$ cat src/uop_pkg.sv
// ========================================
// shared constants and types of the micro-op cluster
// opcode values are local to this cluster and carry no 6502 meaning
// the D flag is stored by the ALU but decimal arithmetic is not done
// ========================================

package uop_pkg;

	// ========================================
	// widths
	// ========================================

	// one micro-op word as the sequencer presents it
	localparam int UOP_W  = 20;
	// internal datapath, wider than the 8-bit architectural byte
	localparam int DATA_W = 16;
	localparam int NREG   = 8;
	// register index width follows the register count
	localparam int REG_AW = $clog2(NREG);
	localparam int OP_W   = 6;

	// ========================================
	// opcodes
	// ========================================

	// everything not listed here is treated as an unknown opcode
	localparam logic [OP_W-1:0] UO_LDIB = 6'h01;
	localparam logic [OP_W-1:0] UO_ADDW = 6'h02;
	localparam logic [OP_W-1:0] UO_ADDB = 6'h03;
	localparam logic [OP_W-1:0] UO_ADCB = 6'h04;
	localparam logic [OP_W-1:0] UO_SBCB = 6'h05;
	localparam logic [OP_W-1:0] UO_CMPB = 6'h06;
	localparam logic [OP_W-1:0] UO_ANDB = 6'h07;
	localparam logic [OP_W-1:0] UO_BITB = 6'h08;
	localparam logic [OP_W-1:0] UO_ORB  = 6'h09;
	localparam logic [OP_W-1:0] UO_EORB = 6'h0a;
	localparam logic [OP_W-1:0] UO_MOV  = 6'h0b;
	localparam logic [OP_W-1:0] UO_ASLB = 6'h0c;
	localparam logic [OP_W-1:0] UO_LSRB = 6'h0d;
	localparam logic [OP_W-1:0] UO_ROLB = 6'h0e;
	localparam logic [OP_W-1:0] UO_RORB = 6'h0f;
	// flag micro-ops only touch the status byte
	localparam logic [OP_W-1:0] UO_CLC  = 6'h10;
	localparam logic [OP_W-1:0] UO_SEC  = 6'h11;
	localparam logic [OP_W-1:0] UO_CLV  = 6'h12;
	localparam logic [OP_W-1:0] UO_SEI  = 6'h13;
	localparam logic [OP_W-1:0] UO_CLI  = 6'h14;
	localparam logic [OP_W-1:0] UO_SED  = 6'h15;
	localparam logic [OP_W-1:0] UO_CLD  = 6'h16;
	localparam logic [OP_W-1:0] UO_SEB  = 6'h17;
	localparam logic [OP_W-1:0] UO_CLB  = 6'h18;

	// status byte bit positions, bit 5 is unused as on the 6502
	localparam int ST_C = 0;
	localparam int ST_Z = 1;
	localparam int ST_I = 2;
	localparam int ST_D = 3;
	localparam int ST_B = 4;
	localparam int ST_V = 6;
	localparam int ST_N = 7;

	// result returned for an unknown opcode
	localparam logic [DATA_W-1:0] RES_FILL = 16'hdeae;

	// ========================================
	// micro-op word and pipeline types
	// ========================================

	// register form, three source/destination indices
	typedef struct packed {
		logic [OP_W-1:0]   op;
		logic [REG_AW-1:0] dst;
		logic [REG_AW-1:0] src1;
		logic [REG_AW-1:0] src2;
		logic [UOP_W-16:0] pad;
	} uop_reg_t;

	// immediate form for LDIB, imm lies over src1, src2 and the top of pad
	typedef struct packed {
		logic [OP_W-1:0]   op;
		logic [REG_AW-1:0] dst;
		logic [7:0]        imm;
		logic [UOP_W-18:0] pad;
	} uop_imm_t;

	typedef union packed {
		uop_reg_t rg;
		uop_imm_t im;
	} uop_word_t;

	// operands handed from the issue stage to the ALU stage
	typedef struct packed {
		logic [OP_W-1:0]   op;
		logic [DATA_W-1:0] dst_val;
		logic [DATA_W-1:0] src1_val;
		logic [DATA_W-1:0] src2_val;
		logic [REG_AW-1:0] wr_idx;
		logic              wr_en;
	} opnd_t;

	// register file write port
	typedef struct packed {
		logic              en;
		logic [REG_AW-1:0] idx;
		logic [DATA_W-1:0] data;
	} wb_t;

endpackage

$ cat src/uop_alu.sv
// ========================================
// combinational micro-op ALU, byte ops work on bits 7:0 of each operand
// carry out is taken from bit 8 of the 16-bit result
// unknown opcodes return the filler word and clear the whole status byte
// ========================================

`timescale 1ns/1ns

module uop_alu (
	input  logic [uop_pkg::OP_W-1:0]   op_i,
	input  logic [uop_pkg::DATA_W-1:0] dst_i,
	input  logic [uop_pkg::DATA_W-1:0] src1_i,
	input  logic [uop_pkg::DATA_W-1:0] src2_i,
	input  logic [7:0]                 s_i,
	output logic [uop_pkg::DATA_W-1:0] res_o,
	output logic [7:0]                 s_o
);

	// low bytes of the three operands
	logic [7:0] d8;
	logic [7:0] a8;
	logic [7:0] b8;
	// carry in and the inverted carry used as borrow
	logic       cin;
	logic       bin;
	// flag terms taken from the result byte
	logic       zero8;
	logic       neg8;
	logic       v_adc;
	logic       v_sbc;

	assign d8  = dst_i[7:0];
	assign a8  = src1_i[7:0];
	assign b8  = src2_i[7:0];
	assign cin = s_i[uop_pkg::ST_C];
	// a clear carry means a borrow is pending
	assign bin = ~s_i[uop_pkg::ST_C];

	// ========================================
	// result
	// ========================================

	always_comb
	begin
		case (op_i)
			// immediate arrives in src1, sign-extended to the full word
			uop_pkg::UO_LDIB: res_o = {{8{a8[7]}}, a8};
			// the only full-width operation
			uop_pkg::UO_ADDW: res_o = dst_i + src1_i + src2_i;
			uop_pkg::UO_ADDB: res_o = {8'h00, d8} + {8'h00, a8} + {8'h00, b8};
			uop_pkg::UO_ADCB: res_o = {8'h00, d8} + {8'h00, a8} + {8'h00, b8} + {15'd0, cin};
			uop_pkg::UO_SBCB: res_o = {8'h00, d8} - {8'h00, a8} - {8'h00, b8} - {15'd0, bin};
			// compare runs the same subtraction, the result is only used for flags
			uop_pkg::UO_CMPB: res_o = {8'h00, d8} - {8'h00, a8} - {8'h00, b8} - {15'd0, bin};
			uop_pkg::UO_ANDB: res_o = {8'h00, d8 & a8 & b8};
			uop_pkg::UO_BITB: res_o = {8'h00, d8 & a8 & b8};
			uop_pkg::UO_ORB:  res_o = {8'h00, d8 | a8 | b8};
			uop_pkg::UO_EORB: res_o = {8'h00, d8 ^ a8 ^ b8};
			uop_pkg::UO_MOV:  res_o = {8'h00, b8};
			// shifts park the bit shifted out in bit 8 so the carry rule is shared
			uop_pkg::UO_ASLB: res_o = {7'h00, d8, 1'b0};
			uop_pkg::UO_LSRB: res_o = {7'h00, d8[0], 1'b0, d8[7:1]};
			uop_pkg::UO_ROLB: res_o = {7'h00, d8, cin};
			uop_pkg::UO_RORB: res_o = {7'h00, d8[0], cin, d8[7:1]};
			default:          res_o = uop_pkg::RES_FILL;
		endcase
	end

	assign zero8 = (res_o[7:0] == 8'h00);
	assign neg8  = res_o[7];

	// signed overflow from bit 7 of the operands and of the result
	assign v_adc = (res_o[7] ^ a8[7] ^ b8[7]) & ~(d8[7] ^ a8[7] ^ b8[7]);
	assign v_sbc = ~(res_o[7] ^ a8[7] ^ b8[7]) & (d8[7] ^ a8[7] ^ b8[7]);

	// ========================================
	// status
	// ========================================

	always_comb
	begin
		// bits that an op does not name keep their old value
		s_o = s_i;
		case (op_i)
			uop_pkg::UO_LDIB, uop_pkg::UO_ADDB, uop_pkg::UO_ANDB,
			uop_pkg::UO_BITB, uop_pkg::UO_ORB, uop_pkg::UO_EORB,
			uop_pkg::UO_MOV:
			begin
				s_o[uop_pkg::ST_Z] = zero8;
				s_o[uop_pkg::ST_N] = neg8;
			end
			uop_pkg::UO_ADCB:
			begin
				s_o[uop_pkg::ST_C] = res_o[8];
				s_o[uop_pkg::ST_Z] = zero8;
				s_o[uop_pkg::ST_V] = v_adc;
				s_o[uop_pkg::ST_N] = neg8;
			end
			uop_pkg::UO_SBCB:
			begin
				// carry set means no borrow came out of bit 7
				s_o[uop_pkg::ST_C] = ~res_o[8];
				s_o[uop_pkg::ST_Z] = zero8;
				s_o[uop_pkg::ST_V] = v_sbc;
				s_o[uop_pkg::ST_N] = neg8;
			end
			uop_pkg::UO_CMPB, uop_pkg::UO_ASLB, uop_pkg::UO_LSRB,
			uop_pkg::UO_ROLB, uop_pkg::UO_RORB:
			begin
				s_o[uop_pkg::ST_C] = res_o[8];
				s_o[uop_pkg::ST_Z] = zero8;
				s_o[uop_pkg::ST_N] = neg8;
			end
			// the word add leaves every flag alone
			uop_pkg::UO_ADDW: s_o = s_i;
			uop_pkg::UO_CLC:  s_o[uop_pkg::ST_C] = 1'b0;
			uop_pkg::UO_SEC:  s_o[uop_pkg::ST_C] = 1'b1;
			uop_pkg::UO_CLV:  s_o[uop_pkg::ST_V] = 1'b0;
			uop_pkg::UO_SEI:  s_o[uop_pkg::ST_I] = 1'b1;
			uop_pkg::UO_CLI:  s_o[uop_pkg::ST_I] = 1'b0;
			uop_pkg::UO_SED:  s_o[uop_pkg::ST_D] = 1'b1;
			uop_pkg::UO_CLD:  s_o[uop_pkg::ST_D] = 1'b0;
			uop_pkg::UO_SEB:  s_o[uop_pkg::ST_B] = 1'b1;
			uop_pkg::UO_CLB:  s_o[uop_pkg::ST_B] = 1'b0;
			default:          s_o = 8'h00;
		endcase
	end

endmodule

$ cat src/uop_regfile.sv
// ========================================
// eight 16-bit registers, register 0 reads as zero and ignores writes
// reads are asynchronous, a write lands on the rising edge
// ========================================

`timescale 1ns/1ns

module uop_regfile (
	input  logic                       clk_i,
	input  logic                       rst_n_i,
	input  logic [uop_pkg::REG_AW-1:0] ra0_i,
	input  logic [uop_pkg::REG_AW-1:0] ra1_i,
	input  logic [uop_pkg::REG_AW-1:0] ra2_i,
	output logic [uop_pkg::DATA_W-1:0] rd0_o,
	output logic [uop_pkg::DATA_W-1:0] rd1_o,
	output logic [uop_pkg::DATA_W-1:0] rd2_o,
	input  uop_pkg::wb_t               wb_i
);

	logic [uop_pkg::DATA_W-1:0] regs_q [uop_pkg::NREG];

	// one read port, index 0 is forced to zero
	function automatic logic [uop_pkg::DATA_W-1:0] rd_port(
		input logic [uop_pkg::REG_AW-1:0] ra,
		input logic [uop_pkg::DATA_W-1:0] val
	);
		logic [uop_pkg::DATA_W-1:0] r;
		r = (ra == '0) ? '0 : val;
		return r;
	endfunction

	// ========================================
	// write port
	// ========================================

	// the whole file starts out at zero
	always_ff @(posedge clk_i or negedge rst_n_i)
	begin
		if (!rst_n_i)
		begin
			for (int n = 0; n < uop_pkg::NREG; n++)
				regs_q[n] <= '0;
		end
		else if (wb_i.en && (wb_i.idx != '0))
		begin
			regs_q[wb_i.idx] <= wb_i.data;
		end
	end

	// ========================================
	// read ports
	// ========================================

	// port 0 serves dst, port 1 src1 and port 2 src2
	assign rd0_o = rd_port(ra0_i, regs_q[ra0_i]);
	assign rd1_o = rd_port(ra1_i, regs_q[ra1_i]);
	assign rd2_o = rd_port(ra2_i, regs_q[ra2_i]);

endmodule

$ cat src/uop_exec.sv
// ========================================
// two-stage execute pipeline, fixed latency of two cycles and no stalls
// a micro-op may enter every cycle, the one in the ALU stage is forwarded
// status updates on every valid micro-op, result and status reset to zero
// ========================================

`timescale 1ns/1ns

module uop_exec (
	input  logic                       clk_i,
	input  logic                       rst_n_i,
	input  logic                       uop_valid_i,
	input  uop_pkg::uop_word_t         uop_i,
	output logic [uop_pkg::REG_AW-1:0] ra0_o,
	output logic [uop_pkg::REG_AW-1:0] ra1_o,
	output logic [uop_pkg::REG_AW-1:0] ra2_o,
	input  logic [uop_pkg::DATA_W-1:0] rd0_i,
	input  logic [uop_pkg::DATA_W-1:0] rd1_i,
	input  logic [uop_pkg::DATA_W-1:0] rd2_i,
	output uop_pkg::wb_t               wb_o,
	output logic                       res_valid_o,
	output logic [uop_pkg::DATA_W-1:0] res_o,
	output logic [7:0]                 status_o,
	output logic                       busy_o
);

	uop_pkg::opnd_t             opnd_d;
	uop_pkg::opnd_t             opnd_q;
	logic                       s1_valid_q;
	logic                       s2_valid_q;
	logic [uop_pkg::DATA_W-1:0] alu_res;
	logic [7:0]                 alu_st;
	logic [uop_pkg::DATA_W-1:0] res_q;
	logic [7:0]                 status_q;

	// compare, bit test, flag ops and unknown opcodes leave the registers alone
	function automatic logic op_writes(input logic [uop_pkg::OP_W-1:0] op);
		logic w;
		case (op)
			uop_pkg::UO_LDIB, uop_pkg::UO_ADDW, uop_pkg::UO_ADDB, uop_pkg::UO_ADCB,
			uop_pkg::UO_SBCB, uop_pkg::UO_ANDB, uop_pkg::UO_ORB, uop_pkg::UO_EORB,
			uop_pkg::UO_MOV, uop_pkg::UO_ASLB, uop_pkg::UO_LSRB, uop_pkg::UO_ROLB,
			uop_pkg::UO_RORB: w = 1'b1;
			default:          w = 1'b0;
		endcase
		return w;
	endfunction

	// take the ALU-stage result when it is about to be written to the same index
	function automatic logic [uop_pkg::DATA_W-1:0] fwd(
		input logic [uop_pkg::REG_AW-1:0] ra,
		input logic [uop_pkg::DATA_W-1:0] rd,
		input uop_pkg::wb_t               wb
	);
		logic [uop_pkg::DATA_W-1:0] v;
		v = (wb.en && (wb.idx == ra)) ? wb.data : rd;
		return v;
	endfunction

	// ========================================
	// issue stage
	// ========================================

	assign ra0_o = uop_i.rg.dst;
	assign ra1_o = uop_i.rg.src1;
	assign ra2_o = uop_i.rg.src2;

	always_comb
	begin
		opnd_d.op       = uop_i.rg.op;
		opnd_d.dst_val  = fwd(ra0_o, rd0_i, wb_o);
		opnd_d.src2_val = fwd(ra2_o, rd2_i, wb_o);
		// LDIB reads the same bits as an immediate, the ALU sign-extends it
		if (uop_i.rg.op == uop_pkg::UO_LDIB)
			opnd_d.src1_val = {8'h00, uop_i.im.imm};
		else
			opnd_d.src1_val = fwd(ra1_o, rd1_i, wb_o);
		opnd_d.wr_idx   = uop_i.rg.dst;
		// a write to register 0 would be lost anyway, so it is never issued
		opnd_d.wr_en    = op_writes(uop_i.rg.op) && (uop_i.rg.dst != '0);
	end

	// operand payload, only meaningful while s1_valid_q is set
	always_ff @(posedge clk_i)
	begin
		if (uop_valid_i)
			opnd_q <= opnd_d;
	end

	// ========================================
	// ALU stage
	// ========================================

	uop_alu i_alu (
		.op_i   (opnd_q.op),
		.dst_i  (opnd_q.dst_val),
		.src1_i (opnd_q.src1_val),
		.src2_i (opnd_q.src2_val),
		.s_i    (status_q),
		.res_o  (alu_res),
		.s_o    (alu_st)
	);

	// the register file takes this on the same edge that registers res_q
	assign wb_o.en   = s1_valid_q & opnd_q.wr_en;
	assign wb_o.idx  = opnd_q.wr_idx;
	assign wb_o.data = alu_res;

	always_ff @(posedge clk_i or negedge rst_n_i)
	begin
		if (!rst_n_i)
		begin
			s1_valid_q <= 1'b0;
			s2_valid_q <= 1'b0;
			res_q      <= '0;
			status_q   <= 8'h00;
		end
		else
		begin
			s1_valid_q <= uop_valid_i;
			s2_valid_q <= s1_valid_q;
			if (s1_valid_q)
			begin
				res_q    <= alu_res;
				status_q <= alu_st;
			end
		end
	end

	assign res_valid_o = s2_valid_q;
	assign res_o       = res_q;
	assign status_o    = status_q;
	// the result stage counts as busy until its pulse has been shown
	assign busy_o      = s1_valid_q | s2_valid_q;

endmodule

$ cat src/uop_core_top.sv
// ========================================
// micro-op execution cluster, one micro-op per cycle, no back-pressure
// results appear two cycles after the valid strobe
// ========================================

`timescale 1ns/1ns

module uop_core_top (
	input  logic                       clk_i,
	input  logic                       rst_n_i,
	input  logic                       uop_valid_i,
	input  uop_pkg::uop_word_t         uop_i,
	output logic                       res_valid_o,
	output logic [uop_pkg::DATA_W-1:0] res_o,
	output logic [7:0]                 status_o,
	output logic                       idle_o
);

	// read addresses and data between the pipeline and the register file
	logic [uop_pkg::REG_AW-1:0] ra0;
	logic [uop_pkg::REG_AW-1:0] ra1;
	logic [uop_pkg::REG_AW-1:0] ra2;
	logic [uop_pkg::DATA_W-1:0] rd0;
	logic [uop_pkg::DATA_W-1:0] rd1;
	logic [uop_pkg::DATA_W-1:0] rd2;
	uop_pkg::wb_t               wb;
	logic                       busy;

	uop_regfile i_regfile (
		.clk_i   (clk_i),
		.rst_n_i (rst_n_i),
		.ra0_i   (ra0),
		.ra1_i   (ra1),
		.ra2_i   (ra2),
		.rd0_o   (rd0),
		.rd1_o   (rd1),
		.rd2_o   (rd2),
		.wb_i    (wb)
	);

	uop_exec i_exec (
		.clk_i       (clk_i),
		.rst_n_i     (rst_n_i),
		.uop_valid_i (uop_valid_i),
		.uop_i       (uop_i),
		.ra0_o       (ra0),
		.ra1_o       (ra1),
		.ra2_o       (ra2),
		.rd0_i       (rd0),
		.rd1_i       (rd1),
		.rd2_i       (rd2),
		.wb_o        (wb),
		.res_valid_o (res_valid_o),
		.res_o       (res_o),
		.status_o    (status_o),
		.busy_o      (busy)
	);

	// idle once both pipeline stages have drained
	assign idle_o = ~busy;

endmodule

$ cat config.mk
export PLATFORM = sky130hd
export DESIGN_NAME = uop_core_top
export DESIGN_NICKNAME = d
export VERILOG_FILES = /design/src/uop_pkg.sv /design/src/uop_alu.sv /design/src/uop_regfile.sv /design/src/uop_exec.sv /design/src/uop_core_top.sv
export SDC_FILE = /design/constraint.sdc
export NUM_CORES = 1
export LEC_CHECK = 0
export BUFFER_PORTS_ARGS = -buffer_cell sky130_fd_sc_hd__buf_2
export CORE_UTILIZATION = 30
export DETAILED_ROUTE_END_ITERATION = 10
export MAX_ROUTING_LAYER = met4
export PLACE_DENSITY_LB_ADDON = 0.08
export SLEW_MARGIN = 0
export SYNTH_ARGS = -nofsm -noshare
export SYNTH_HDL_FRONTEND = slang
export SYNTH_SLANG_ARGS = --single-unit
$ cat constraint.sdc
create_clock -name clk_i -period 6.4 [get_ports clk_i]
set_input_delay 0 -clock clk_i [delete_from_list [all_inputs] [get_ports clk_i]]
set_output_delay 0 -clock clk_i [all_outputs]
set_load 0.02 [all_outputs]
==> metrics.md <==
| Metric | Value |
|---|---|
| # DRC | 0 |
| Total GRT Usage | 0.199 |
| Routed WL per cell | 22.8 um |
| Top-area cell type share of the netlist area | 0.274 |
| CTS Sinks | 211 |
| Initial Utilization | 0.306 |
| Peak VDD IR | 216 uV |
| TritonRoute pass-1 iters | 7 |
| Worst-Margin Slew | 1.14 ns |
| Met1 Use GR | 0.277 |
| Async set or reset register ratio after synthesis | 0.725 |
| Critical path cell sequence | inv_1 -> ha_1 -> inv_1 -> fa_1 -> nor2b_1 -> o21ai_0 -> a21oi_1 -> o21ai_0 -> nand2b_1 -> xor2_1 -> ha_1 -> inv_1 -> ha_1 -> nand2_1 -> o21ai_0 -> a31oi_1 -> nor2_1 -> o221ai_1 |
| Arrival @ worst endpoint | 5.33 ns |
| Total grt overflow | 0 |
| TritonCTS Buffers | 27 |
| Power Dens Cells | 379 nW/um^2 |
| Post-synthesis sequential area ratio | 0.399 |
| CP endpoint kind | flop |
| Final Cycle Share | 0.794 |
| Worst Skew | 0.0165 ns |
| Max Cap Violations | 0 |
| Die area | 47400 um^2 |
| Worst min path class | in2reg |
| Final Util | 0.345 |
| CP peak stage delay | 0.79 ns |
| Die Y | 218 um |
| ANT cells | 0 |
| IO Port Bufs | 44 |
| Largest net degree at the start of global routing | 60 |
| Worst-Skew Late Latency | 0.55 ns |
| Layout area overhead | 12.7% |
| TritonCTS clock tree | built |
| Antenna Nets Post-Route | 0 |
| Main flop type after synthesis | dfrtp_1 |
| Rows | 78 |
| Final hold violation count | 0 |
| Mapped cell area | 14000 um^2 |
| Setup TNS | 0 ns |
| Min Tclk post-route | 5.08 ns |
| Total wire length | 44500 um |
| Post-CTS Setup Bufs | 0 |
| Yosys warns | 0 |
| Placer Congestion | 0.811 |
| Final setup violating endpoints | 0 |
| FMAX | 197 MHz |
| DRT iter0 DRCs | 635 |
| WHS | 0.0737 ns |
| Vias | 10300 |
| Status | finished, final reports clean |
| Die Width | 218 um |
| Worst-path clk slew | 0.06 ns |
| Fill count | 4663 |
| Gr busiest metal | met2 |
| Post-synth EDFFs | 58 |
| Root Driver | clkbuf_16 |
| Max Buffers Root-to-Sink | 3 |
| Slowest-stage cell, CP | nor2_1 |
| Slew Limit Headroom | 0.233 |
| Hpwl dp | 29600 um |
| Cell type with the largest total area after synthesis | dfrtp_1 |
| CP Class | reg2reg |
| RSZ-0062 raised after global routing | false |
| IO Count | 49 |
| Layout cells sized above 1 | 0.176 |
| Vias per cell | 5.26 |
| GR Util met2 | 0.313 |
| Max-slew violation count | 0 |
| Synthesized net count | 1426 |
| Multi-input gate area | 7740 um^2 |
| Critical Path RT | 6.65 ns |
| CP Max Fanout | 11 |
| Synth Area per Inst | 10.5 um^2 |
| Worst Setup Start Kind | flop |
| H-tree depth | 1 |
| Initial antenna violation count | 0 |
| Count of nets after finishing | 1425 |
| Post-synthesis instance total | 1330 |
| Total core area | 45700 um^2 |
| FF+latch area | 5570 um^2 |
| Static leakage | 6.24 nW |
| GR Layer Usage met3 | 0.0209 |
| CTS resizes | 0 |
| Largest cells by area after synthesis | dfrtp_1, mux4_2, edfxtp_1 |
| Number of synthesized register bits | 211 |
| Vias in the first global route | 10700 |
| First-pass GRT wire length | 68900 um |
| Total chip power | 5.96 mW |
| Netlist cell types | 82 |
==> placed cells by master, fill, tap and decap left out, drive strengths merged, types with 4 or more instances in the layout <==
cell type,n
a211oi,30
a21o,7
a21oi,180
a221oi,5
a22oi,6
a31oi,16
and2,4
buf,79
clkbuf,42
clkinv,5
dfrtp,153
dlygate4sd3,10
edfxtp,58
fa,19
ha,54
inv,60
mux2,7
mux2i,72
mux4,80
nand2,48
nand2b,11
nand3,11
nor2,158
nor2b,5
nor3,21
nor3b,4
nor4,6
o21a,8
o21ai,41
o22a,7
o22ai,25
o31ai,10
or2,5
or3,4
xnor2,20
xor2,24
==> through the flow <==
stage,area (um^2),cells,setup WS [ns]
5_1_grt,15700,1949,0.983
6_report,15700,1949,1.32
2_1_floorplan,14000,1330,2.31
3_5_place_dp,14800,1889,1.36
4_1_cts,15700,1949,1.30
3_3_place_gp,14800,1889,1.44
==> power by group <==
part           internal, mW  switching (mW)
Clock                 0.870           0.614
Combinational          1.11            1.30
Sequential             1.74           0.332
Total                  3.72            2.25
==> synthesized netlist by cell type (3+ instances only) <==
| library cell | n |
|---|---|
| a221oi_1 | 5 |
| o22ai_1 | 25 |
| nor3b_1 | 4 |
| clkbuf_1 | 93 |
| nor2_1 | 158 |
| ha_1 | 54 |
| o22a_1 | 7 |
| o21a_1 | 8 |
| mux2i_1 | 72 |
| or2_2 | 4 |
| o41ai_1 | 3 |
| xnor2_1 | 20 |
| inv_1 | 59 |
| a211oi_1 | 29 |
| o21ai_0 | 41 |
| nand2_1 | 48 |
| o31a_1 | 3 |
| a21o_1 | 7 |
| buf_4 | 3 |
| mux4_2 | 80 |
| o31ai_1 | 9 |
| o211ai_1 | 3 |
| a21oi_1 | 178 |
| buf_1 | 8 |
| dfrtp_1 | 153 |
| and2_1 | 4 |
| nor2b_1 | 5 |
| edfxtp_1 | 58 |
| a22oi_1 | 6 |
| nor4_1 | 6 |
| fa_1 | 19 |
| or3_1 | 4 |
| and3_1 | 3 |
| buf_2 | 12 |
| xor2_1 | 24 |
| nor3_1 | 19 |
| nand3_1 | 11 |
| a31oi_1 | 16 |
| mux2_2 | 7 |
| nand2b_1 | 11 |
==> worst max-delay path, delay by kind of cell (launching register included) <==
kind	cells	cell delay, ns
flops	1	0.52
simple gates	4	1.12
buf+inv	3	0.23
xor+xnor	1	0.16
fa+ha+maj	4	1.23
compound gates	6	1.52
==> layout make-up <==
class | count | share of cell area
Clock buffer | 42 | 0.0516
Clock inverter | 7 | 0.00278
Inverter | 59 | 0.0141
Multi-Input combinational cell | 941 | 0.491
Sequential cell | 211 | 0.354
Tap cell | 600 | 0.0477
Timing Repair Buffer | 89 | 0.0387
==> cell families (layout without fill, tap and decap cells) <==
logic type / Yosys count / in the layout / share of synthesized area
AO/OA/AOI/OAI: 369 / 369 / 0.163
XOR/XNOR: 45 / 45 / 0.0292
adder cells (fa/ha/maj): 73 / 73 / 0.0756
buffers and inverters: 178 / 197 / 0.0512
flip-flops: 211 / 211 / 0.399
multiplexers: 159 / 159 / 0.186
other: 1 / 1 / 0.000268
AND/OR/NAND/NOR: 294 / 294 / 0.0958
==> routing by layer <==
layer / up-vias / part of all wire
met5: - / 0
met4: 0 / 0.017
met3: 49 / 0.027
met2: 159 / 0.47
met1: 5160 / 0.49
li1: 4891 / -
==> path summary, 6_finish.rpt <==
path                       cells past startpoint               endpoint             startpoint  slack (ns)
max                                           18      i_exec.opnd_q[18]      i_exec.opnd_q[36]        1.32
max in group asynchronous                      4      i_exec.s1_valid_q                rst_n_i        5.10
min reg2reg                                    0  i_regfile.regs_q[122]  i_regfile.regs_q[122]        0.39
min                                            2      i_exec.s1_valid_q            uop_valid_i        0.07
min in group asynchronous                      4   i_regfile.regs_q[97]                rst_n_i        0.54
max reg2reg                                   18      i_exec.opnd_q[18]      i_exec.opnd_q[36]        1.32
==> registers in the layout, summed over array words and instances (netlist names) <==
name and cells:
i_exec.opnd_q 55, i_exec.res_o 16, i_exec.res_valid_o 1, i_exec.s1_valid_q 1, i_exec.status_o 7, i_exec.wb_o 3, i_regfile.regs_q 128
==> timing repair <==
action	in CTS	in global routing
setup endpoints to repair	0	0
hold buffers	11	0
endpoints found under the hold margin	56	0
No activity file was read; power rests on OpenSTA's default activity.
